==> src/logic/rv_isa_pkg.sv <==
/*
 * RISC-V load/store encodings
 * Funct3 size/sign codes shared by the data memory and its checker
 * Widest supported XLEN
 */
`default_nettype none

package rv_isa_pkg;

  // Widest data path, sets every data field width
  localparam int XLEN_MAX = 64;

  // Store codes use the same values for size
  // LB / SB
  localparam logic [2:0] F3_B  = 3'b000;
  // LH / SH
  localparam logic [2:0] F3_H  = 3'b001;
  // LW / SW
  localparam logic [2:0] F3_W  = 3'b010;
  // LD / SD, RV64 only
  localparam logic [2:0] F3_D  = 3'b011;

  // Unsigned loads, no store counterpart
  localparam logic [2:0] F3_BU = 3'b100; // LBU
  localparam logic [2:0] F3_HU = 3'b101; // LHU
  localparam logic [2:0] F3_WU = 3'b110; // LWU, RV64 only

  // Code 111 is unused, loads return zero and stores are dropped

endpackage

`default_nettype wire

==> src/logic/dmem_pkg.sv <==
/*
 * Data memory types
 * Width constants, request struct, per-lane bank command
 * and the load control carried to the aligner
 */
`default_nettype none

package dmem_pkg;

  localparam int LANES_MAX = rv_isa_pkg::XLEN_MAX / 8; // 8 lanes in RV64
  localparam int BYTE_W    = 8;  // One lane
  localparam int ROW_W     = 16; // Rows of a 64 KB memory
  localparam int OFF_W     = 3;  // Lane offset inside a row

  // One request per cycle, write wins over read
  typedef struct packed {
    logic                              rd;     // Load strobe
    logic                              wr;     // Store strobe
    logic [2:0]                        funct3; // Size and sign
    logic [rv_isa_pkg::XLEN_MAX-1:0]   addr;   // Byte address
    logic [rv_isa_pkg::XLEN_MAX-1:0]   wdata;  // Store data, right aligned
  } mem_req_t;

  // Command to one byte bank
  typedef struct packed {
    logic               we;
    logic               re;
    logic [ROW_W-1:0]   row;   // Row inside the bank
    logic [BYTE_W-1:0]  wbyte; // Already rotated onto this lane
  } lane_req_t;

  // Load info held across the bank read
  typedef struct packed {
    logic               valid;  // Load accepted this cycle
    logic [2:0]         funct3; // 111 means return zero
    logic [OFF_W-1:0]   offset; // First lane of the access
  } load_ctl_t;

endpackage

`default_nettype wire

==> src/logic/load_align_extend.sv <==
/*
 * Load return path
 * Registers load control alongside the bank read, then
 * selects the addressed bytes and sign or zero extends them
 */
`default_nettype none

module load_align_extend #(
  parameter int XLEN = 64
) (
  input  logic                                                clk,
  input  logic                                                reset,
  input  dmem_pkg::load_ctl_t                                 load_ctl,
  input  logic [dmem_pkg::LANES_MAX-1:0][dmem_pkg::BYTE_W-1:0] rdata_lanes,
  output logic                                                rsp_valid,
  output logic [rv_isa_pkg::XLEN_MAX-1:0]                     rsp_data
);

  dmem_pkg::load_ctl_t               ctl_q;
  logic [rv_isa_pkg::XLEN_MAX-1:0]   row_bytes;
  logic [rv_isa_pkg::XLEN_MAX-1:0]   shifted;
  logic [rv_isa_pkg::XLEN_MAX-1:0]   ext;

  always_ff @(posedge clk) begin
    if (reset) begin
      ctl_q.valid <= 1'b0;
    end else begin
      ctl_q.valid <= load_ctl.valid;
    end
    ctl_q.funct3 <= load_ctl.funct3;
    ctl_q.offset <= load_ctl.offset;
  end

  assign row_bytes = rdata_lanes;                              // Lane 0 is the low byte
  assign shifted   = row_bytes >> {ctl_q.offset, 3'b000};      // Access moved to bit 0

  always_comb begin
    case (ctl_q.funct3)
      rv_isa_pkg::F3_B:  ext = {{56{shifted[7]}}, shifted[7:0]};
      rv_isa_pkg::F3_H:  ext = {{48{shifted[15]}}, shifted[15:0]};
      rv_isa_pkg::F3_W:  ext = {{32{shifted[31]}}, shifted[31:0]};
      rv_isa_pkg::F3_BU: ext = {56'h0, shifted[7:0]};
      rv_isa_pkg::F3_HU: ext = {48'h0, shifted[15:0]};
      rv_isa_pkg::F3_D: begin
        ext = (XLEN == 64) ? shifted : '0; // No LD in RV32
      end
      rv_isa_pkg::F3_WU: begin
        ext = (XLEN == 64) ? {32'h0, shifted[31:0]} : '0;
      end
      default: ext = '0; // Code 111
    endcase
  end

  // RV32 keeps only the low word, sign already applied at bit 31
  assign rsp_data  = (XLEN == 32) ? {32'h0, ext[31:0]} : ext;
  assign rsp_valid = ctl_q.valid; // One cycle after each load

endmodule

`default_nettype wire

==> config.mk <==
export PLATFORM = sky130hd
export DESIGN_NAME = load_align_extend
export DESIGN_NICKNAME = d
export VERILOG_FILES = /design/src/logic/rv_isa_pkg.sv /design/src/logic/dmem_pkg.sv /design/src/logic/load_align_extend.sv
export SDC_FILE = /design/constraint.sdc
export NUM_CORES = 1
export LEC_CHECK = 0
export ABC_AREA = 1
export BUFFER_PORTS_ARGS = -buffer_cell sky130_fd_sc_hd__buf_2
export CAP_MARGIN = 0
export CELL_PAD_IN_SITES_DETAIL_PLACEMENT = 1
export CELL_PAD_IN_SITES_GLOBAL_PLACEMENT = 1
export CORE_MARGIN = 5
export CORE_UTILIZATION = 31
export CTS_BUF_LIST = sky130_fd_sc_hd__clkbuf_8
export CTS_CLUSTER_DIAMETER = 100
export DETAILED_ROUTE_END_ITERATION = 12
export HOLD_SLACK_MARGIN = 0.12
export PLACE_DENSITY_LB_ADDON = 0.1
export SLEW_MARGIN = 20
export SYNTH_ARGS = -nofsm -noshare
export SYNTH_HDL_FRONTEND = slang
export SYNTH_SLANG_ARGS = --single-unit
==> constraint.sdc <==
create_clock -name clk -period 3.2 [get_ports clk]
set_input_delay 0.32 -clock clk [delete_from_list [all_inputs] [get_ports clk]]
set_output_delay 0.32 -clock clk [all_outputs]
set_load 0.1 [all_outputs]
### Yosys cells after proc, flatten, opt, wreduce, memory -nomap -nowiden

Cells that the tools add are included.

* equal/unequal tests: 6
* shifts and indexed selects: 1
* mux-type cells: 1
* reduce and logical (&&, ||, !) cells: 1

Operator list (count)
* case mux 64 bit (7 select lines): 1
* >> shifter 64 x 6 -> 64 bit: 1
* equality test 3 bit (second input constant): 3
* equality test 3 x 2 -> 1 bit (second input constant): 2
* equality test 3 x 1 -> 1 bit (second input constant): 1
* zero test 3 bit: 1

* flip-flop bits (word level): 7
* input port bits: 73

### Depth between registers and ports, before layout

* depth after elaboration: 2
* mapped depth: 10
* gate-level depth less buffers: 8

### Worst setup path before layout

OpenSTA, ideal clock, no wires.

* path kind: register to output
* start point: register ctl_q[0] (netlist name)
* end point: output rsp_data[10] (netlist name)
* data arrival time: 3.117 ns
* setup slack: -0.237 ns
* stages on the path, launching flop included: 9
* cell sequence: dfxtp_1 buf_6 inv_4 buf_6 buf_2 nand3_1 nand2_1 o21ai_0 o21ai_0

* cells in the longest elaborated chain, start to end: 2

RTL lines
* from (decl): line load_align_extend.sv:19 `dmem_pkg::load_ctl_t ctl_q;`
* >> shifter 64 x 6 -> 64 bit: line load_align_extend.sv:35 `assign shifted = row_bytes >> {ctl_q.offset, 3'b000};`
* case mux 64 bit (7 select lines): line load_align_extend.sv:38 `case (ctl_q.funct3)`
* to (decl): line load_align_extend.sv:16 `output logic [rv_isa_pkg::XLEN_MAX-1:0] rsp_data`

No other way between the ends.

### Worst setup path after layout

Ends and elaborated chain as after synthesis.

==> reports/metrics.cfg <==
[clock_network]
htreeDepth = 1
cts-resized-gates = 0
numCtsBuffers = 3
path_clk_slew_ns = 0.04
clock_sinks = 7
post_cts_buffers = 0
clockBufferDepth = 2
cts_hold_buf = 0
cts_tree = done
clock-root-buffer = clkbuf_8

[min_path]
whs_path_depth = 1
min_to = ctl_q[0]
worstHoldPathType = in2reg
hp-start = load_ctl[0]

[cells_and_area]
fillers = 1147
final_common_cell = nand2_1
final_nets = 690
final-seq-area_um2 = 143
final_cell_mix = nand2_1 (188), buf_2 (84), nand3_1 (68)
syn2layout_area_growth_pct = 56.5
final_area_um2 = 4050
diodes = 0
multi_input_area_um2 = 2030
drive_gt1_frac = 0.274

[pwr]
ir_drop_v = 0.000239
p_int_uw = 567
power.density_nw_per_um2 = 384
pwr-share-comb = 0.857
seq_power_share = 0.066
p_leak_uw = 0.00209
p_clk_frac = 0.077
p_sw_uw = 989
sw_frac_of_total = 0.636

[sta]
drv_slew = 0
tns_ns = 0
hold_violations = 0
rsz0062_at_grt = no
period_share = 0.875
worstMarginPinSlew_ns = 0.509
fin_crit_ns = 2.80
finalSetupViolations = 0
slew_headroom = 0.661
fmax_ghz = 0.357

[status]
status = finished clean

[floorplan]
die_w_um = 101
ioPinCount = 138
start_util = 0.316
dieArea_um2 = 10300
coreArea_um2 = 8180
std_cell_rows = 33
dieHeight_um = 101

[drt]
drtIter0Drc = 179
wl_um = 12800
drc = 0
via_per_inst = 5.58
drtPass1Iterations = 4
wl_per_cell_um = 17.8
drtAntennaViolNets = 0
vias = 4023

[critical_path]
required_ns = 2.88
crit_fanout = 49
critPathCaptureType = output port
startpoint_type = flop
worstSetupPathType = reg2out
critical_path_arrival_ns = 2.48

[logic_synthesis]
netlist_instances = 512
synth-seq-cells = 7
syn_nets = 585
netlist_area_um2 = 2590
yosysWarningCount = 0
synth_area_per_cell_um2 = 5.05
synthDistinctLibCells = 23
synthFlopType = dfxtp_1
synth_edf_count = 0
ys_seq_area_frac = 0.0542
ys_async_sr_fraction = 0

[placement]
placed_cell_area_um2 = 4010
dpl.hpwl_um = 9990
place.gp.congestion = 0.903
port_buffers = 137

[global_routing]
grt_pass1_vias = 4136
grt_max_degree = 52
gr-total-overflow = 0
antenna_found_initial = 0
grt_usage = 0.245
grt_pass1_wl_um = 20700

[run]
drv_cap = 0

-- through the flow --
step / setup WS (ns) / instances / util / total power, µW / hold WS (ns)
global route: 0.136 / 721 / 0.495 / 1620 / 0.190
detailed placement: 0.653 / 717 / 0.490 / 1440 / 0.425
global placement: 0.755 / 717 / 0.490 / 1420 / 0.424
CTS: 0.411 / 721 / 0.495 / 1570 / 0.188
finish: 0.399 / 721 / 0.495 / 1560 / 0.195
floorplan: 0.341 / 512 / - / 988 / 0.348
-- state kept, by name, indices dropped and copies added (netlist names) --
| signal | flops |
|---|---|
| ctl_q | 6 |
| rsp_valid | 1 |
-- power by group through the flow --
stage               Sequential (µW)  Combinational, µW  Clock (µW)
finish                          103               1330         119
global route                    104               1390         128
CTS                             103               1340         124
detailed placement              104               1340           0
global placement                103               1320           0
floorplan                       102                886           0
-- worst max-delay path by stage --
stage	to	slack (ns)	depth (start not counted)	start
3_3_place_gp	rsp_data[4]	0.75	6	ctl_q[0]
3_5_place_dp	rsp_data[14]	0.65	9	ctl_q[0]
2_1_floorplan	rsp_data[2]	0.34	10	ctl_q[0]
4_1_cts	rsp_data[14]	0.41	9	ctl_q[0]
5_1_grt	rsp_data[4]	0.14	6	ctl_q[0]
6_report	rsp_data[10]	0.40	8	ctl_q[0]
-- synth_stat cells, types with 2 or more instances --
master,number,area (µm²)
nand2_1,189,709
nand3_1,68,340
o21ai_0,49,245
nand4_1,41,257
a21oi_1,23,115
buf_2,22,110
inv_1,22,82.6
nor2_1,18,67.6
o211ai_1,16,120
buf_6,12,135
clkbuf_1,11,41.3
o21ai_1,11,55.1
dfxtp_1,7,140
buf_4,5,37.5
nand3_2,4,40.0
or2_2,4,25.0
buf_1,2,7.51
mux2i_1,2,20.0
or2_1,2,12.5
-- critical path, stage by stage, from the launching register on --
cell,delay (ns)
dfxtp_2,0.55
buf_4,0.47
nand2_1,0.09
o21ai_0,0.16
nand2_1,0.08
nand2_1,0.09
o21ai_0,0.10
o21ai_1,0.24
buf_2,0.47
-- per-layer routing --
metal | wire (µm) | part of all wire | global-route usage | up-vias
met5 | 0 | 0 | 0 | -
met4 | 262 | 0.020 | 0.0593 | 0
met3 | 720 | 0.056 | 0.0310 | 20
met2 | 6530 | 0.51 | 0.437 | 133
met1 | 5320 | 0.41 | 0.310 | 1921
li1 | - | - | - | 1949
-- kinds of logic after synthesis --
family                 count (synthesis)  synth area share
buffers and inverters                 76             0.164
AND/OR/NAND/NOR                      328             0.567
multiplexers                           2           0.00774
flip-flops                             7            0.0542
AO/OA/AOI/OAI                         99             0.207
-- final cells by class --
class / count / share of cell area
inverter: 24 / 0.0229
timing repair buffer: 152 / 0.397
sequential: 7 / 0.0352
clock inverter: 1 / 0.000927
multi-input combinational: 429 / 0.502
tap: 105 / 0.0324
clock buffer: 3 / 0.0102
(Power assumes the default switching activity.)
