### src/logic/rv_isa_pkg.sv
/*
 * RISC-V load/store encodings
 * Funct3 size/sign codes shared by the data memory and its checker
 * Widest supported XLEN
 */
`default_nettype none

package rv_isa_pkg;

  // Widest data path, sets every data field width
  localparam int XLEN_MAX = 64;

  // Store codes use the same values for size
  // LB / SB
  localparam logic [2:0] F3_B  = 3'b000;
  // LH / SH
  localparam logic [2:0] F3_H  = 3'b001;
  // LW / SW
  localparam logic [2:0] F3_W  = 3'b010;
  // LD / SD, RV64 only
  localparam logic [2:0] F3_D  = 3'b011;

  // Unsigned loads, no store counterpart
  localparam logic [2:0] F3_BU = 3'b100; // LBU
  localparam logic [2:0] F3_HU = 3'b101; // LHU
  localparam logic [2:0] F3_WU = 3'b110; // LWU, RV64 only

  // Code 111 is unused, loads return zero and stores are dropped

endpackage

`default_nettype wire

### src/logic/dmem_pkg.sv
/*
 * Data memory types
 * Width constants, request struct, per-lane bank command
 * and the load control carried to the aligner
 */
`default_nettype none

package dmem_pkg;

  localparam int LANES_MAX = rv_isa_pkg::XLEN_MAX / 8; // 8 lanes in RV64
  localparam int BYTE_W    = 8;  // One lane
  localparam int ROW_W     = 16; // Rows of a 64 KB memory
  localparam int OFF_W     = 3;  // Lane offset inside a row

  // One request per cycle, write wins over read
  typedef struct packed {
    logic                              rd;     // Load strobe
    logic                              wr;     // Store strobe
    logic [2:0]                        funct3; // Size and sign
    logic [rv_isa_pkg::XLEN_MAX-1:0]   addr;   // Byte address
    logic [rv_isa_pkg::XLEN_MAX-1:0]   wdata;  // Store data, right aligned
  } mem_req_t;

  // Command to one byte bank
  typedef struct packed {
    logic               we;
    logic               re;
    logic [ROW_W-1:0]   row;   // Row inside the bank
    logic [BYTE_W-1:0]  wbyte; // Already rotated onto this lane
  } lane_req_t;

  // Load info held across the bank read
  typedef struct packed {
    logic               valid;  // Load accepted this cycle
    logic [2:0]         funct3; // 111 means return zero
    logic [OFF_W-1:0]   offset; // First lane of the access
  } load_ctl_t;

endpackage

`default_nettype wire

### src/logic/store_lane_steer.sv
/*
 * Request decode for the byte-lane memory
 * Address masking and alignment, per-lane write enables,
 * store byte rotation, load control for the aligner
 */
`default_nettype none

module store_lane_steer #(
  parameter int XLEN     = 64,
  parameter int MEM_SIZE = 65536
) (
  input  dmem_pkg::mem_req_t                             req,
  output dmem_pkg::lane_req_t [dmem_pkg::LANES_MAX-1:0]  lane_req,
  output dmem_pkg::load_ctl_t                            load_ctl
);

  localparam int LANES     = XLEN / 8;
  localparam int LANE_BITS = $clog2(LANES);
  localparam int ADDR_BITS = $clog2(MEM_SIZE);

  logic [ADDR_BITS-1:0]            maddr;      // Address wrapped into memory
  logic [dmem_pkg::ROW_W-1:0]      row_idx;
  logic [dmem_pkg::OFF_W-1:0]      off_raw;
  logic [dmem_pkg::OFF_W-1:0]      align_mask; // Clears offset bits below size
  logic [dmem_pkg::OFF_W-1:0]      off_al;
  logic                            is_load;
  logic                            st_legal;
  logic                            ld_legal;
  logic                            st_en;

  assign maddr = req.addr[ADDR_BITS-1:0]; // Same as addr & (MEM_SIZE-1)

  always_comb begin
    row_idx = '0;
    row_idx[ADDR_BITS-LANE_BITS-1:0] = maddr[ADDR_BITS-1:LANE_BITS];
  end

  // Lane offset with bit 2 dropped in RV32
  assign off_raw    = maddr[2:0] & 3'(LANES - 1);
  assign align_mask = 3'b111 << req.funct3[1:0];
  assign off_al     = off_raw & align_mask; // H, W, D forced to natural alignment

  // Only 000..011 are stores and SD needs RV64
  assign st_legal = !req.funct3[2] && !(XLEN == 32 && req.funct3 == rv_isa_pkg::F3_D);
  assign ld_legal = !(XLEN == 32 && (req.funct3 == rv_isa_pkg::F3_D ||
                                     req.funct3 == rv_isa_pkg::F3_WU));

  assign is_load = req.rd && !req.wr; // Write wins
  assign st_en   = req.wr && st_legal;

  for (genvar i = 0; i < dmem_pkg::LANES_MAX; i++) begin : g_lane
    localparam logic [dmem_pkg::OFF_W-1:0] LANE_ID = 3'(i);
    if (i < LANES) begin : g_used
      logic [dmem_pkg::OFF_W-1:0] src; // Source byte in wdata
      assign src = LANE_ID - off_al;
      // Lane is covered when it shares the aligned block with the offset
      assign lane_req[i].we    = st_en && (((LANE_ID ^ off_al) & align_mask) == 3'b000);
      assign lane_req[i].re    = is_load;
      assign lane_req[i].row   = row_idx;
      assign lane_req[i].wbyte = req.wdata[{src, 3'b000} +: dmem_pkg::BYTE_W];
    end else begin : g_idle
      assign lane_req[i] = '0; // Upper lanes in RV32
    end
  end

  assign load_ctl.valid  = is_load;
  assign load_ctl.funct3 = ld_legal ? req.funct3 : 3'b111; // Illegal code reads as zero
  assign load_ctl.offset = off_al;

endmodule

`default_nettype wire

### config.mk
export PLATFORM = sky130hd
export DESIGN_NAME = store_lane_steer
export DESIGN_NICKNAME = d
export VERILOG_FILES = /design/src/logic/rv_isa_pkg.sv /design/src/logic/dmem_pkg.sv /design/src/logic/store_lane_steer.sv
export SDC_FILE = /design/constraint.sdc
export NUM_CORES = 1
export LEC_CHECK = 0
export BUFFER_PORTS_ARGS = -buffer_cell sky130_fd_sc_hd__buf_4
export CAP_MARGIN = 25
export CORE_AREA = 2 2 134 136
export DETAILED_ROUTE_END_ITERATION = 6
export DIE_AREA = 0 0 136 138
export GPL_TIMING_DRIVEN = 0
export SYNTH_ARGS = -nofsm -noshare
export SYNTH_HDL_FRONTEND = slang
export SYNTH_SLANG_ARGS = --single-unit
### constraint.sdc
create_clock -name vclk -period 6.47
set_input_delay 0.647 -clock vclk [all_inputs]
set_output_delay 0.647 -clock vclk [all_outputs]
set_load 0.05 [all_outputs]
* After elaboration in Yosys (flattened, before gate mapping) *
Cells that the tools add are included.

operators by class
  shifts and indexed selects = 9
  reduce and logical (&&, ||, !) cells = 20
  bitwise operators = 16
  add/subtract/negate cells = 8

operator list
  operator                                                            number
  64-bit by 7-bit variable part select with 8-bit output              8
  3-bit bitwise AND                                                   9
  3-bit zero test                                                     8
  3-bit subtractor (first input constant)                             4
  1-bit logical AND                                                   10
  2-bit inverter                                                      3
  1-bit by 3-bit subtractor with 3-bit output (first input constant)  2
  2-bit by 3-bit subtractor with 3-bit output (first input constant)  2
  1-bit inverter                                                      3
  3-bit inverter                                                      1
  3-bit by 2-bit << shifter with 3-bit output (first input constant)  1
  1-bit zero test                                                     2

word-level totals
  register bits after elaboration = 0
  input port bits = 133
  logic and storage cells = 53
  output and inout bits = 215

* Logic depth before layout (Yosys ltp) *
Gate-level depths: netlist of run 1.

  depth in word-level cells = 6
  mapped depth = 12
  gate-level depth less buffers = 6

* Least setup slack after synthesis of run 1 *
Ideal clock, no wire load.

  path kind = input to output
  from = input req[128] (netlist bit)
  to = output lane_req[159] (netlist bit)
  buffers on the path = 6
  stages on the path = 12
  required time = 5823 ps
  path slack = 1589 ps
  data arrival time = 4234 ps
  cell sequence = buf_6 nor3b_2 buf_4 buf_4 buf_4 inv_1 ha_1 buf_2 clkinv_1 clkbuf_1 nor4_1 nor4_1

RTL lines
  item             RTL line                text
  start, declared  store_lane_steer.sv:12  input dmem_pkg::mem_req_t req,
  end, declared    store_lane_steer.sv:13  output dmem_pkg::lane_req_t [dmem_pkg::LANES_MAX-1:0] lane_req,

==> metrics.txt, run 1 <==
# TYPE chip_impl_metric gauge
chip_impl_info{name="most_common_library_cell_in_the_layout_ignoring_fill_and_taps",value="sky130_fd_sc_hd__buf_4"} 1
chip_impl_metric{name="initial_core_util",unit="%"} 21.21
chip_impl_info{name="worst_setup_path_end_kind",value="output pin"} 1
chip_impl_metric{name="achievable-frequency",unit="GHz"} 0.2151
chip_impl_metric{name="grt_start_max_net_pins",unit=""} 12
chip_impl_metric{name="detail_route.first_pass.iterations",unit=""} 4
chip_impl_info{name="mostFrequentLayoutCells",value="sky130_fd_sc_hd__buf_4, sky130_fd_sc_hd__mux2i_1, sky130_fd_sc_hd__mux2_2"} 1
chip_impl_metric{name="route.final.wire_length",unit="µm"} 15700
chip_impl_metric{name="tns",unit="ns"} 0
chip_impl_metric{name="finalCoreUtilization",unit="%"} 34.52
chip_impl_metric{name="die_area",unit="µm²"} 18770
chip_impl_metric{name="use_met2",unit="%"} 27.56
chip_impl_metric{name="cts_setup_buffers",unit=""} 0
chip_impl_metric{name="drt_first_iter_violations",unit=""} 158
chip_impl_info{name="outcome",value="completed"} 1
chip_impl_metric{name="fillerInstances",unit=""} 1897
chip_impl_info{name="timing.setup.critical_path_class",value="in -> out"} 1
chip_impl_metric{name="synth_cell_types",unit=""} 35
chip_impl_metric{name="antenna_found_initial",unit=""} 0
chip_impl_metric{name="numSequentialCells",unit=""} 0
chip_impl_metric{name="report.final.hold_viol_count",unit=""} 0
chip_impl_metric{name="netlist.area_leader.share",unit="%"} 29.67
chip_impl_metric{name="vias_per_cell",unit=""} 4.312
chip_impl_info{name="post-synth-top-area-cell",value="sky130_fd_sc_hd__buf_4"} 1
chip_impl_metric{name="netlist_area",unit="µm²"} 3720
chip_impl_metric{name="ant_nets",unit=""} 0
chip_impl_metric{name="synth_warnings",unit=""} 0
chip_impl_metric{name="io_pins",unit=""} 348
chip_impl_metric{name="timing.final.setup_violations",unit=""} 0
chip_impl_info{name="grt_busiest_layer",value="met2"} 1
chip_impl_metric{name="cts_resized",unit=""} 0
chip_impl_metric{name="cts-hold-fix-buffers",unit=""} 0
chip_impl_metric{name="drc_errors",unit=""} 0
chip_impl_metric{name="place_inst",unit=""} 914
chip_impl_metric{name="worst_ir_drop_vdd",unit="mV"} 0.09596
chip_impl_metric{name="grt_overflow",unit=""} 0
chip_impl_metric{name="synthToLayoutAreaGrowth",unit="%"} 62.70
chip_impl_info{name="setup_repair_after_global_routing_missed_its_margin",value="false"} 1
chip_impl_info{name="worstHoldPathType",value="in -> out"} 1
chip_impl_metric{name="critical_path_required",unit="ns"} 5.82
chip_impl_metric{name="num_vias",unit=""} 3941
chip_impl_metric{name="use_met3",unit="%"} 4.144
chip_impl_metric{name="crit_fanout",unit=""} 11
chip_impl_metric{name="dp_hpwl",unit="µm"} 13530
chip_impl_metric{name="final-instance-count-excl-fill",unit=""} 914
chip_impl_info{name="synth_area_leaders",value="sky130_fd_sc_hd__buf_4, sky130_fd_sc_hd__mux2i_1, sky130_fd_sc_hd__mux2_2, sky130_fd_sc_hd__mux4_2, sky130_fd_sc_hd__mux2_4"} 1
chip_impl_metric{name="port-buffer-count",unit=""} 261
chip_impl_metric{name="timing.max_cap.violations",unit=""} 0
chip_impl_metric{name="wire_length_of_the_first_global_routing_pass",unit="µm"} 22920
chip_impl_metric{name="antenna_cells_inserted",unit=""} 0
chip_impl_metric{name="chipWidth",unit="µm"} 136
chip_impl_metric{name="tightest_slew",unit="ns"} 0.9411
chip_impl_metric{name="design.final.nets",unit=""} 822
chip_impl_metric{name="final.setup.worst_slack",unit="ns"} 1.821
chip_impl_metric{name="dpl_cell_area",unit="µm²"} 6052
chip_impl_info{name="critPathLaunchType",value="input pin"} 1
chip_impl_metric{name="synthSimpleGateAreaFrac",unit="%"} 7.972
chip_impl_metric{name="muxShareOfSynthArea",unit="%"} 52.64
chip_impl_metric{name="timing.final.crit_period",unit="ns"} 4.649
chip_impl_metric{name="floorplan.core_area",unit="µm²"} 17530
chip_impl_metric{name="synth_xor_area_share",unit="%"} 0.9754
chip_impl_metric{name="postSynthAreaPerCell",unit="µm²"} 9.276
chip_impl_metric{name="groute.usage.overall",unit="%"} 15.64
chip_impl_metric{name="grt_pass1_vias",unit=""} 3858
chip_impl_metric{name="area.sequential",unit="µm²"} 0
chip_impl_metric{name="slew_violations",unit=""} 0
chip_impl_metric{name="finished_cell_area",unit="µm²"} 6052
chip_impl_metric{name="placement.setup.worst_slack",unit="ns"} 1.807
chip_impl_metric{name="routedWlPerCell",unit="µm"} 17.17
chip_impl_metric{name="proportion_of_layout_cells_with_a_drive_suffix_above_1",unit="%"} 75.04
chip_impl_metric{name="power-per-cell-area",unit="nW/µm²"} 155.3
chip_impl_metric{name="synth_fa_ha_area_share",unit="%"} 0.6727
chip_impl_metric{name="static-leakage-power",unit="nW"} 3.107
chip_impl_metric{name="critical_path_arrival",unit="ns"} 4.00
chip_impl_metric{name="timing.slew.headroom",unit="%"} 36.84
chip_impl_metric{name="netlist_instances",unit=""} 401
chip_impl_info{name="combinational_family_with_the_most_area_after_synthesis",value="multiplexers"} 1
chip_impl_metric{name="grt_use_met1",unit="%"} 19.70
chip_impl_metric{name="ys_seq_area_share",unit="%"} 0
chip_impl_metric{name="placementRows",unit=""} 49
chip_impl_metric{name="n_clock_buffer",unit=""} 0
chip_impl_metric{name="final_weighted_congestion_in_routability_driven_placement",unit=""} 0.8536
chip_impl_metric{name="synth_compound_gate_area_share",unit="%"} 4.272
chip_impl_metric{name="die-height",unit="µm"} 138
chip_impl_metric{name="final.period_utilization",unit="%"} 71.86
==> Yosys cell counts <==
master	number
sky130_fd_sc_hd__a211oi_1	16
sky130_fd_sc_hd__a21boi_0	1
sky130_fd_sc_hd__a21o_1	1
sky130_fd_sc_hd__a21oi_1	1
sky130_fd_sc_hd__a21oi_2	1
sky130_fd_sc_hd__and3b_1	1
sky130_fd_sc_hd__buf_1	1
sky130_fd_sc_hd__buf_2	6
sky130_fd_sc_hd__buf_4	147
sky130_fd_sc_hd__buf_6	4
sky130_fd_sc_hd__clkbuf_1	10
sky130_fd_sc_hd__clkinv_1	1
sky130_fd_sc_hd__conb_1	1
sky130_fd_sc_hd__ha_1	2
sky130_fd_sc_hd__inv_1	2
sky130_fd_sc_hd__inv_2	1
sky130_fd_sc_hd__inv_4	1
sky130_fd_sc_hd__mux2_2	49
sky130_fd_sc_hd__mux2_4	15
sky130_fd_sc_hd__mux2i_1	64
sky130_fd_sc_hd__mux4_2	24
sky130_fd_sc_hd__nand2_1	1
sky130_fd_sc_hd__nand2b_1	1
sky130_fd_sc_hd__nand3b_1	3
sky130_fd_sc_hd__nand4bb_1	1
sky130_fd_sc_hd__nor2_1	12
sky130_fd_sc_hd__nor2_2	1
sky130_fd_sc_hd__nor2b_1	2
sky130_fd_sc_hd__nor3b_2	1
sky130_fd_sc_hd__nor4_1	24
sky130_fd_sc_hd__o21ai_0	1
sky130_fd_sc_hd__o21ai_1	1
sky130_fd_sc_hd__or3b_2	2
sky130_fd_sc_hd__xnor2_1	1
sky130_fd_sc_hd__xnor2_4	1
==> cell type report <==
| type | instances | area (µm²) | share of cell area [%] |
|---|---|---|---|
| inverter | 5 | 21.27 | 0.3515 |
| timing repair buffer | 261 | 1959 | 32.38 |
| multi-input combinational | 251 | 2565 | 42.38 |
| buffer | 168 | 1220 | 20.16 |
| tap | 229 | 286.5 | 4.734 |
==> path summary, 6_finish.rpt <==
kind | startpoint | endpoint | depth (start not counted)
worst min-delay path | req[78] | lane_req[19] | 2
worst max-delay path | req[129] | lane_req[159] | 12
==> critical path, stage by stage <==
cell and delay (ns):
sky130_fd_sc_hd__buf_4 0.11, sky130_fd_sc_hd__buf_2 0.19, sky130_fd_sc_hd__nand2b_1 0.12, sky130_fd_sc_hd__buf_2 0.30, sky130_fd_sc_hd__buf_2 0.44, sky130_fd_sc_hd__ha_1 0.31
sky130_fd_sc_hd__buf_2 0.18, sky130_fd_sc_hd__clkinv_1 0.23, sky130_fd_sc_hd__clkbuf_1 0.51, sky130_fd_sc_hd__nor4_1 0.15, sky130_fd_sc_hd__nor4_1 0.49, sky130_fd_sc_hd__buf_4 0.29
==> stage by stage <==
stage / hold WS (ns) / total power [mW]
after floorplan: 1.461 / 0.6810
after global placement: 1.549 / 0.9437
after detailed placement: 1.549 / 0.9451
after CTS: 1.549 / 0.9482
after global routing: 1.550 / 0.9836
final: 1.548 / 0.9400
==> routing by layer <==
| metal | vias to the layer above | routed length (µm) | share of wire [%] |
|---|---|---|---|
| met5 | - | 0 | 0 |
| met2 | 237 | 7688 | 49 |
| met1 | 1803 | 6061 | 39 |
| li1 | 1889 | - | - |
| met4 | 0 | 157 | 1.0 |
| met3 | 12 | 1791 | 11 |
==> power breakdown <==
| group | switching (mW) | internal [mW] | leakage (nW) | total, mW |
|---|---|---|---|---|
| sequential | 0 | 0 | 0 | 0 |
| clock | 0 | 0 | 0 | 0 |
| combinational | 0.605 | 0.335 | 3.11 | 0.940 |
==> cells by family after synthesis <==
logic type / Yosys count
XOR/XNOR: 2
buffers and inverters: 173
multiplexers: 152
adder cells (fa/ha/maj): 2
AND/OR/NAND/NOR: 49
AO/OA/AOI/OAI: 22
other: 1
Note: power is estimated with default switching activity, not from simulation.
==> run 2, diff against run 1 <==
--- a/config.mk
+++ b/config.mk
@@ -7,9 +7,9 @@
 export LEC_CHECK = 0
 export BUFFER_PORTS_ARGS = -buffer_cell sky130_fd_sc_hd__buf_4
 export CAP_MARGIN = 25
-export CORE_AREA = 2 2 134 136
+export CORE_AREA = 2 2 135 137
 export DETAILED_ROUTE_END_ITERATION = 6
-export DIE_AREA = 0 0 136 138
+export DIE_AREA = 0 0 137 139
 export GPL_TIMING_DRIVEN = 0
 export SYNTH_ARGS = -nofsm -noshare
 export SYNTH_HDL_FRONTEND = slang
==> constraint.sdc (replaced) <==
create_clock -name vclk -period 4.3
set_input_delay 0.43 -clock vclk [all_inputs]
set_output_delay 0.43 -clock vclk [all_outputs]
set_load 0.05 [all_outputs]
==> run 2 against run 1 <==
  * Core utilization grew 0.058 points
  * Global-route usage shrank 0.87 points
  * Power grew 51%
  * Clock-buffer cell count is the same
  * Sequential cell count is the same
  * Worst hold slack lost 0.43 ns
  * Final cell count is the same
  * Combinational power grew 51%
  * Routed wire length shrank 0.67%
  * First-iteration DRC count grew 18%
  * Worst setup slack lost 1.6 ns
  * Largest cell class unchanged
  * Highest routed layer unchanged
==> metrics.txt, run 2 (synthesized netlist as in run 1, its figures left out) <==
# TYPE chip_impl_metric gauge
chip_impl_metric{name="route.final.wire_length",unit="µm"} 15590
chip_impl_metric{name="timing.max_cap.violations",unit=""} 0
chip_impl_metric{name="placementRows",unit=""} 49
chip_impl_metric{name="finalCoreUtilization",unit="%"} 34.57
chip_impl_metric{name="slew_violations",unit=""} 0
chip_impl_metric{name="report.final.hold_viol_count",unit=""} 0
chip_impl_metric{name="timing.slew.headroom",unit="%"} 33.11
chip_impl_info{name="cell_by_cell_listing_of_the_critical_path",value="buf_4, buf_2, nand2b_1, buf_2, buf_2, ha_1, buf_2, clkinv_1, clkbuf_1, a211oi_1, nor4_2, buf_4"} 1
chip_impl_metric{name="die-height",unit="µm"} 139
chip_impl_info{name="critPathMostFrequentCell",value="sky130_fd_sc_hd__buf_2"} 1
chip_impl_metric{name="hold_ws",unit="ns"} 1.114
chip_impl_metric{name="io_pins",unit=""} 348
chip_impl_info{name="worstHoldPathType",value="in -> out"} 1
chip_impl_metric{name="power-per-cell-area",unit="nW/µm²"} 232.2
chip_impl_metric{name="grt_overflow",unit=""} 0
chip_impl_metric{name="final.setup.worst_slack",unit="ns"} 0.2658
chip_impl_metric{name="critical_path_required",unit="ns"} 3.87
chip_impl_metric{name="tightest_slew",unit="ns"} 0.9967
chip_impl_metric{name="tns",unit="ns"} 0
chip_impl_metric{name="grt_pass1_vias",unit=""} 3783
chip_impl_metric{name="antenna_cells_inserted",unit=""} 0
chip_impl_info{name="mostFrequentLayoutCells",value="sky130_fd_sc_hd__buf_4, sky130_fd_sc_hd__mux2i_1, sky130_fd_sc_hd__mux2_2, sky130_fd_sc_hd__mux4_2, sky130_fd_sc_hd__conb_1"} 1
chip_impl_metric{name="drt_first_iter_violations",unit=""} 186
chip_impl_metric{name="fin_total_pwr",unit="mW"} 1.417
chip_impl_metric{name="final_weighted_congestion_in_routability_driven_placement",unit=""} 0.7274
chip_impl_metric{name="num_vias",unit=""} 3924
chip_impl_metric{name="chipWidth",unit="µm"} 137
chip_impl_info{name="cpLargestDelayFamily",value="buffers and inverters"} 1
chip_impl_metric{name="proportion_of_layout_cells_with_a_drive_suffix_above_1",unit="%"} 76.50
chip_impl_info{name="critPathLaunchType",value="input pin"} 1
chip_impl_metric{name="port-buffer-count",unit=""} 261
chip_impl_metric{name="final.period_utilization",unit="%"} 93.82
chip_impl_metric{name="timing.final.setup_violations",unit=""} 0
chip_impl_metric{name="die_area",unit="µm²"} 19040
chip_impl_metric{name="achievable-frequency",unit="GHz"} 0.2479
chip_impl_metric{name="n_clock_buffer",unit=""} 0
chip_impl_metric{name="crit_fanout",unit=""} 11
chip_impl_info{name="most_common_library_cell_in_the_layout_ignoring_fill_and_taps",value="sky130_fd_sc_hd__buf_4"} 1
chip_impl_info{name="timing.setup.critical_path_class",value="in -> out"} 1
chip_impl_metric{name="cp_slowest_stage_delay",unit="ns"} 0.48
chip_impl_metric{name="initial_core_util",unit="%"} 21.07
chip_impl_metric{name="static-leakage-power",unit="nW"} 3.124
chip_impl_metric{name="design.final.nets",unit=""} 822
chip_impl_metric{name="drc_errors",unit=""} 0
chip_impl_info{name="setup.worst_path.start",value="req[129]"} 1
chip_impl_metric{name="detail_route.first_pass.iterations",unit=""} 4
chip_impl_metric{name="groute.usage.overall",unit="%"} 14.77
chip_impl_metric{name="wire_length_of_the_first_global_routing_pass",unit="µm"} 21870
chip_impl_metric{name="timing.final.crit_period",unit="ns"} 4.034
chip_impl_metric{name="floorplan.core_area",unit="µm²"} 17660
chip_impl_info{name="outcome",value="completed"} 1
chip_impl_metric{name="synthToLayoutAreaGrowth",unit="%"} 64.11
chip_impl_metric{name="crit_buf_inv",unit=""} 8
chip_impl_info{name="critical_path.endpoint",value="lane_req[53]"} 1
chip_impl_metric{name="grt_start_max_net_pins",unit=""} 12
chip_impl_info{name="cp_slowest_cell",value="sky130_fd_sc_hd__clkbuf_1"} 1
chip_impl_metric{name="dp_hpwl",unit="µm"} 12700
chip_impl_metric{name="area.sequential",unit="µm²"} 0
chip_impl_metric{name="worst_ir_drop_vdd",unit="mV"} 0.09757
chip_impl_metric{name="antenna_found_initial",unit=""} 0
chip_impl_metric{name="vias_per_cell",unit=""} 4.293
chip_impl_metric{name="placement.setup.worst_slack",unit="ns"} 0.01844
chip_impl_metric{name="critical_path_arrival",unit="ns"} 3.60
chip_impl_info{name="worst_setup_path_end_kind",value="output pin"} 1
chip_impl_metric{name="numSequentialCells",unit=""} 0
chip_impl_metric{name="routedWlPerCell",unit="µm"} 17.06
chip_impl_metric{name="worstSetupPathDepth",unit=""} 12
chip_impl_info{name="setup_repair_after_global_routing_missed_its_margin",value="false"} 1
chip_impl_metric{name="ant_nets",unit=""} 0
==> run 2: cell counts in the layout (fill, tap and decap cells not counted) <==
Identical to the previous run, type by type.
==> run 2: worst min path at each step <==
stage,startpoint,to,slack [ns],cells past startpoint
final,req[74],lane_req[197],1.11,2
after global routing,req[79],lane_req[150],1.12,2
after global placement,req[75],lane_req[42],1.11,2
after CTS,req[71],lane_req[64],1.11,2
after floorplan,req[69],lane_req[10],1.03,1
after detailed placement,req[79],lane_req[150],1.11,2
==> run 2: routing by layer <==
layer	global-route usage, %	routed length, µm	vias to the layer above
li1	-	-	1890
met1	17.59	5722	1800
met2	27.76	7998	223
met3	3.070	1706	11
met4	1.356	165	0
met5	0	0	-
==> run 2: repair_timing <==
| action | in CTS | in global routing |
|---|---|---|
| resized for setup | 0 | 4 |
| hold buffers | 0 | 0 |
| setup endpoints to repair | 0 | 14 |
| setup buffers | 0 | 0 |
==> run 2: area by class of cell <==
class              instances  area (µm²)
plain buffers            168        1222
fillers                 1881       11550
inverters                  5       21.27
multi-input cells        251        2615
well taps                229       286.5
repair buffers           261        1959
==> run 2: power by group <==
group	internal, mW	switching, mW	leakage, nW	total (mW)
sequential	0	0	0	0
clock	0	0	0	0
combinational	0.508	0.910	3.12	1.42
total	0.508	0.910	3.12	1.42
==> run 2: metrics by stage <==
step	instance area, µm²	instances
after detailed placement	6102	914
after global placement	6102	914
final	6105	914
after CTS	6102	914
after global routing	6105	914
after floorplan	3856	424
==> run 3, diff against run 2 <==
--- a/config.mk
+++ b/config.mk
@@ -11,6 +11,7 @@
 export DETAILED_ROUTE_END_ITERATION = 6
 export DIE_AREA = 0 0 137 139
 export GPL_TIMING_DRIVEN = 0
+export RECOVER_POWER = 50
 export SYNTH_ARGS = -nofsm -noshare
 export SYNTH_HDL_FRONTEND = slang
 export SYNTH_SLANG_ARGS = --single-unit
==> run 3 against run 2 <==
  * Clock-buffer cell count unchanged
  * Routed wire length increased by 0.41%
  * Combinational power decreased by 3%
  * Critical path depth unchanged
  * Sequential share of layout area unchanged
  * Final cell count unchanged
  * Global-route usage unchanged
  * Die area unchanged
  * Via count about the same
  * First-iteration DRC count decreased by 11%
  * Critical path type unchanged
  * Largest power group unchanged
  * Highest routed layer unchanged
==> metrics.txt, run 3 (synthesized netlist as in run 1, its figures left out) <==
# TYPE chip_impl_metric gauge
chip_impl_info{name="worst_setup_path_end_kind",value="output pin"} 1
chip_impl_metric{name="cts_setup_buffers",unit=""} 0
chip_impl_metric{name="timing.max_cap.violations",unit=""} 0
chip_impl_metric{name="critical_path_required",unit="ns"} 3.87
chip_impl_metric{name="final.setup.worst_slack",unit="ns"} 0.2785
chip_impl_metric{name="route.final.wire_length",unit="µm"} 15660
chip_impl_metric{name="groute.usage.overall",unit="%"} 14.77
chip_impl_metric{name="tns",unit="ns"} 0
chip_impl_info{name="outcome",value="completed"} 1
chip_impl_metric{name="finished_cell_area",unit="µm²"} 5748
chip_impl_metric{name="report.final.hold_viol_count",unit=""} 0
chip_impl_metric{name="design.final.nets",unit=""} 822
chip_impl_info{name="worst_hold_path.endpoint",value="lane_req[42]"} 1
chip_impl_metric{name="power-per-cell-area",unit="nW/µm²"} 239.3
chip_impl_metric{name="drt_first_iter_violations",unit=""} 166
chip_impl_metric{name="static-leakage-power",unit="nW"} 2.779
chip_impl_metric{name="ant_nets",unit=""} 0
chip_impl_metric{name="synthToLayoutAreaGrowth",unit="%"} 54.52
chip_impl_metric{name="chipWidth",unit="µm"} 137
chip_impl_metric{name="routedWlPerCell",unit="µm"} 17.13
chip_impl_metric{name="placement.setup.worst_slack",unit="ns"} 0.01844
chip_impl_metric{name="area.sequential",unit="µm²"} 0
chip_impl_metric{name="cts-hold-fix-buffers",unit=""} 0
chip_impl_metric{name="dp_hpwl",unit="µm"} 12700
chip_impl_metric{name="antenna_cells_inserted",unit=""} 0
chip_impl_metric{name="finalCoreUtilization",unit="%"} 32.55
chip_impl_metric{name="die-height",unit="µm"} 139
chip_impl_metric{name="n_clock_buffer",unit=""} 0
chip_impl_metric{name="drc_errors",unit=""} 0
chip_impl_info{name="worstHoldPathType",value="in -> out"} 1
chip_impl_metric{name="grt_overflow",unit=""} 0
chip_impl_metric{name="initial_core_util",unit="%"} 21.07
chip_impl_metric{name="final.period_utilization",unit="%"} 93.52
chip_impl_metric{name="multiInputGateArea",unit="µm²"} 2615
chip_impl_metric{name="antenna_found_initial",unit=""} 0
chip_impl_metric{name="vias_per_cell",unit=""} 4.296
chip_impl_metric{name="achievable-frequency",unit="GHz"} 0.2487
chip_impl_metric{name="die_area",unit="µm²"} 19040
chip_impl_metric{name="port-buffer-count",unit=""} 261
chip_impl_metric{name="dpl_cell_area",unit="µm²"} 6102
chip_impl_metric{name="placementRows",unit=""} 49
chip_impl_metric{name="final_weighted_congestion_in_routability_driven_placement",unit=""} 0.7274
chip_impl_metric{name="hold_depth",unit=""} 2
chip_impl_metric{name="num_vias",unit=""} 3927
chip_impl_metric{name="critical_path_arrival",unit="ns"} 3.59
chip_impl_metric{name="numSequentialCells",unit=""} 0
chip_impl_info{name="setup_repair_after_global_routing_missed_its_margin",value="false"} 1
chip_impl_metric{name="grt_pass1_vias",unit=""} 3783
chip_impl_metric{name="proportion_of_layout_cells_with_a_drive_suffix_above_1",unit="%"} 62.63
chip_impl_metric{name="timing.final.setup_violations",unit=""} 0
chip_impl_metric{name="fillerInstances",unit=""} 1989
chip_impl_metric{name="grt_start_max_net_pins",unit=""} 12
chip_impl_info{name="critPathLaunchType",value="input pin"} 1
chip_impl_metric{name="timing.slew.headroom",unit="%"} 34.32
chip_impl_metric{name="worst_ir_drop_vdd",unit="mV"} 0.09751
chip_impl_metric{name="slew_violations",unit=""} 0
chip_impl_metric{name="fin_total_pwr",unit="mW"} 1.375
chip_impl_info{name="mostFrequentLayoutCells",value="sky130_fd_sc_hd__buf_4, sky130_fd_sc_hd__clkbuf_1, sky130_fd_sc_hd__mux2i_1, sky130_fd_sc_hd__mux2_2"} 1
chip_impl_info{name="min_from",value="req[75]"} 1
chip_impl_metric{name="wire_length_of_the_first_global_routing_pass",unit="µm"} 21870
chip_impl_metric{name="crit_fanout",unit=""} 11
chip_impl_metric{name="floorplan.core_area",unit="µm²"} 17660
chip_impl_info{name="most_common_library_cell_in_the_layout_ignoring_fill_and_taps",value="sky130_fd_sc_hd__buf_4"} 1
chip_impl_metric{name="detail_route.first_pass.iterations",unit=""} 4
chip_impl_info{name="timing.setup.critical_path_class",value="in -> out"} 1
chip_impl_metric{name="timing.final.crit_period",unit="ns"} 4.022
chip_impl_metric{name="tightest_slew",unit="ns"} 0.9786
chip_impl_metric{name="io_pins",unit=""} 348
-- run 3: what timing repair did --
action	4_1_cts	5_1_grt
gates resized for setup	0	4
endpoints found under the setup margin	0	14
hold endpoints to repair	0	0
-- run 3: per-stage QoR --
step           std cells  hold WS [ns]
4_1_cts              914         1.115
3_3_place_gp         914         1.115
5_1_grt              914         1.127
6_report             914         1.115
2_1_floorplan        424         1.027
3_5_place_dp         914         1.115
-- run 3: worst max-delay path, stage by stage --
cell                       delay [ns]
sky130_fd_sc_hd__buf_4           0.11
sky130_fd_sc_hd__buf_2           0.21
sky130_fd_sc_hd__nand2b_1        0.12
sky130_fd_sc_hd__buf_2           0.31
sky130_fd_sc_hd__buf_2           0.46
sky130_fd_sc_hd__ha_1            0.32
sky130_fd_sc_hd__buf_2           0.19
sky130_fd_sc_hd__clkinv_1        0.20
sky130_fd_sc_hd__clkbuf_1        0.47
sky130_fd_sc_hd__a211oi_1        0.12
sky130_fd_sc_hd__nor4_2          0.38
sky130_fd_sc_hd__buf_4           0.26
-- run 3: routing by layer --
layer	GRT usage (%)	up-vias	share of wire, %
met5	0	-	0
met4	1.356	0	1.1
met3	3.070	11	10
met2	27.76	222	51
met1	17.59	1809	38
li1	-	1885	-
-- run 3: how the worst max path moves through the flow --
| stage | startpoint | endpoint | slack, ns | depth (start not counted) |
|---|---|---|---|---|
| CTS | req[129] | lane_req[1] | 0.01 | 10 |
| floorplan | req[128] | lane_req[159] | 0.41 | 12 |
| detailed placement | req[129] | lane_req[1] | 0.02 | 10 |
| finish | req[129] | lane_req[53] | 0.28 | 12 |
| global route | req[129] | lane_req[53] | 0.06 | 12 |
| global placement | req[129] | lane_req[2] | 0.02 | 10 |
-- run 3: area by class of cell --
type                            instances  share of cell area (%)
Multi-Input combinational cell        251                   45.49
Timing Repair Buffer                  261                   27.88
Buffer                                168                   21.27
Tap cell                              229                   4.985
Inverter                                5                  0.3700
-- run 3: power by group --
group / internal, mW / switching (mW)
combinational: 0.466 / 0.909
sequential: 0 / 0
clock: 0 / 0
total: 0.466 / 0.909
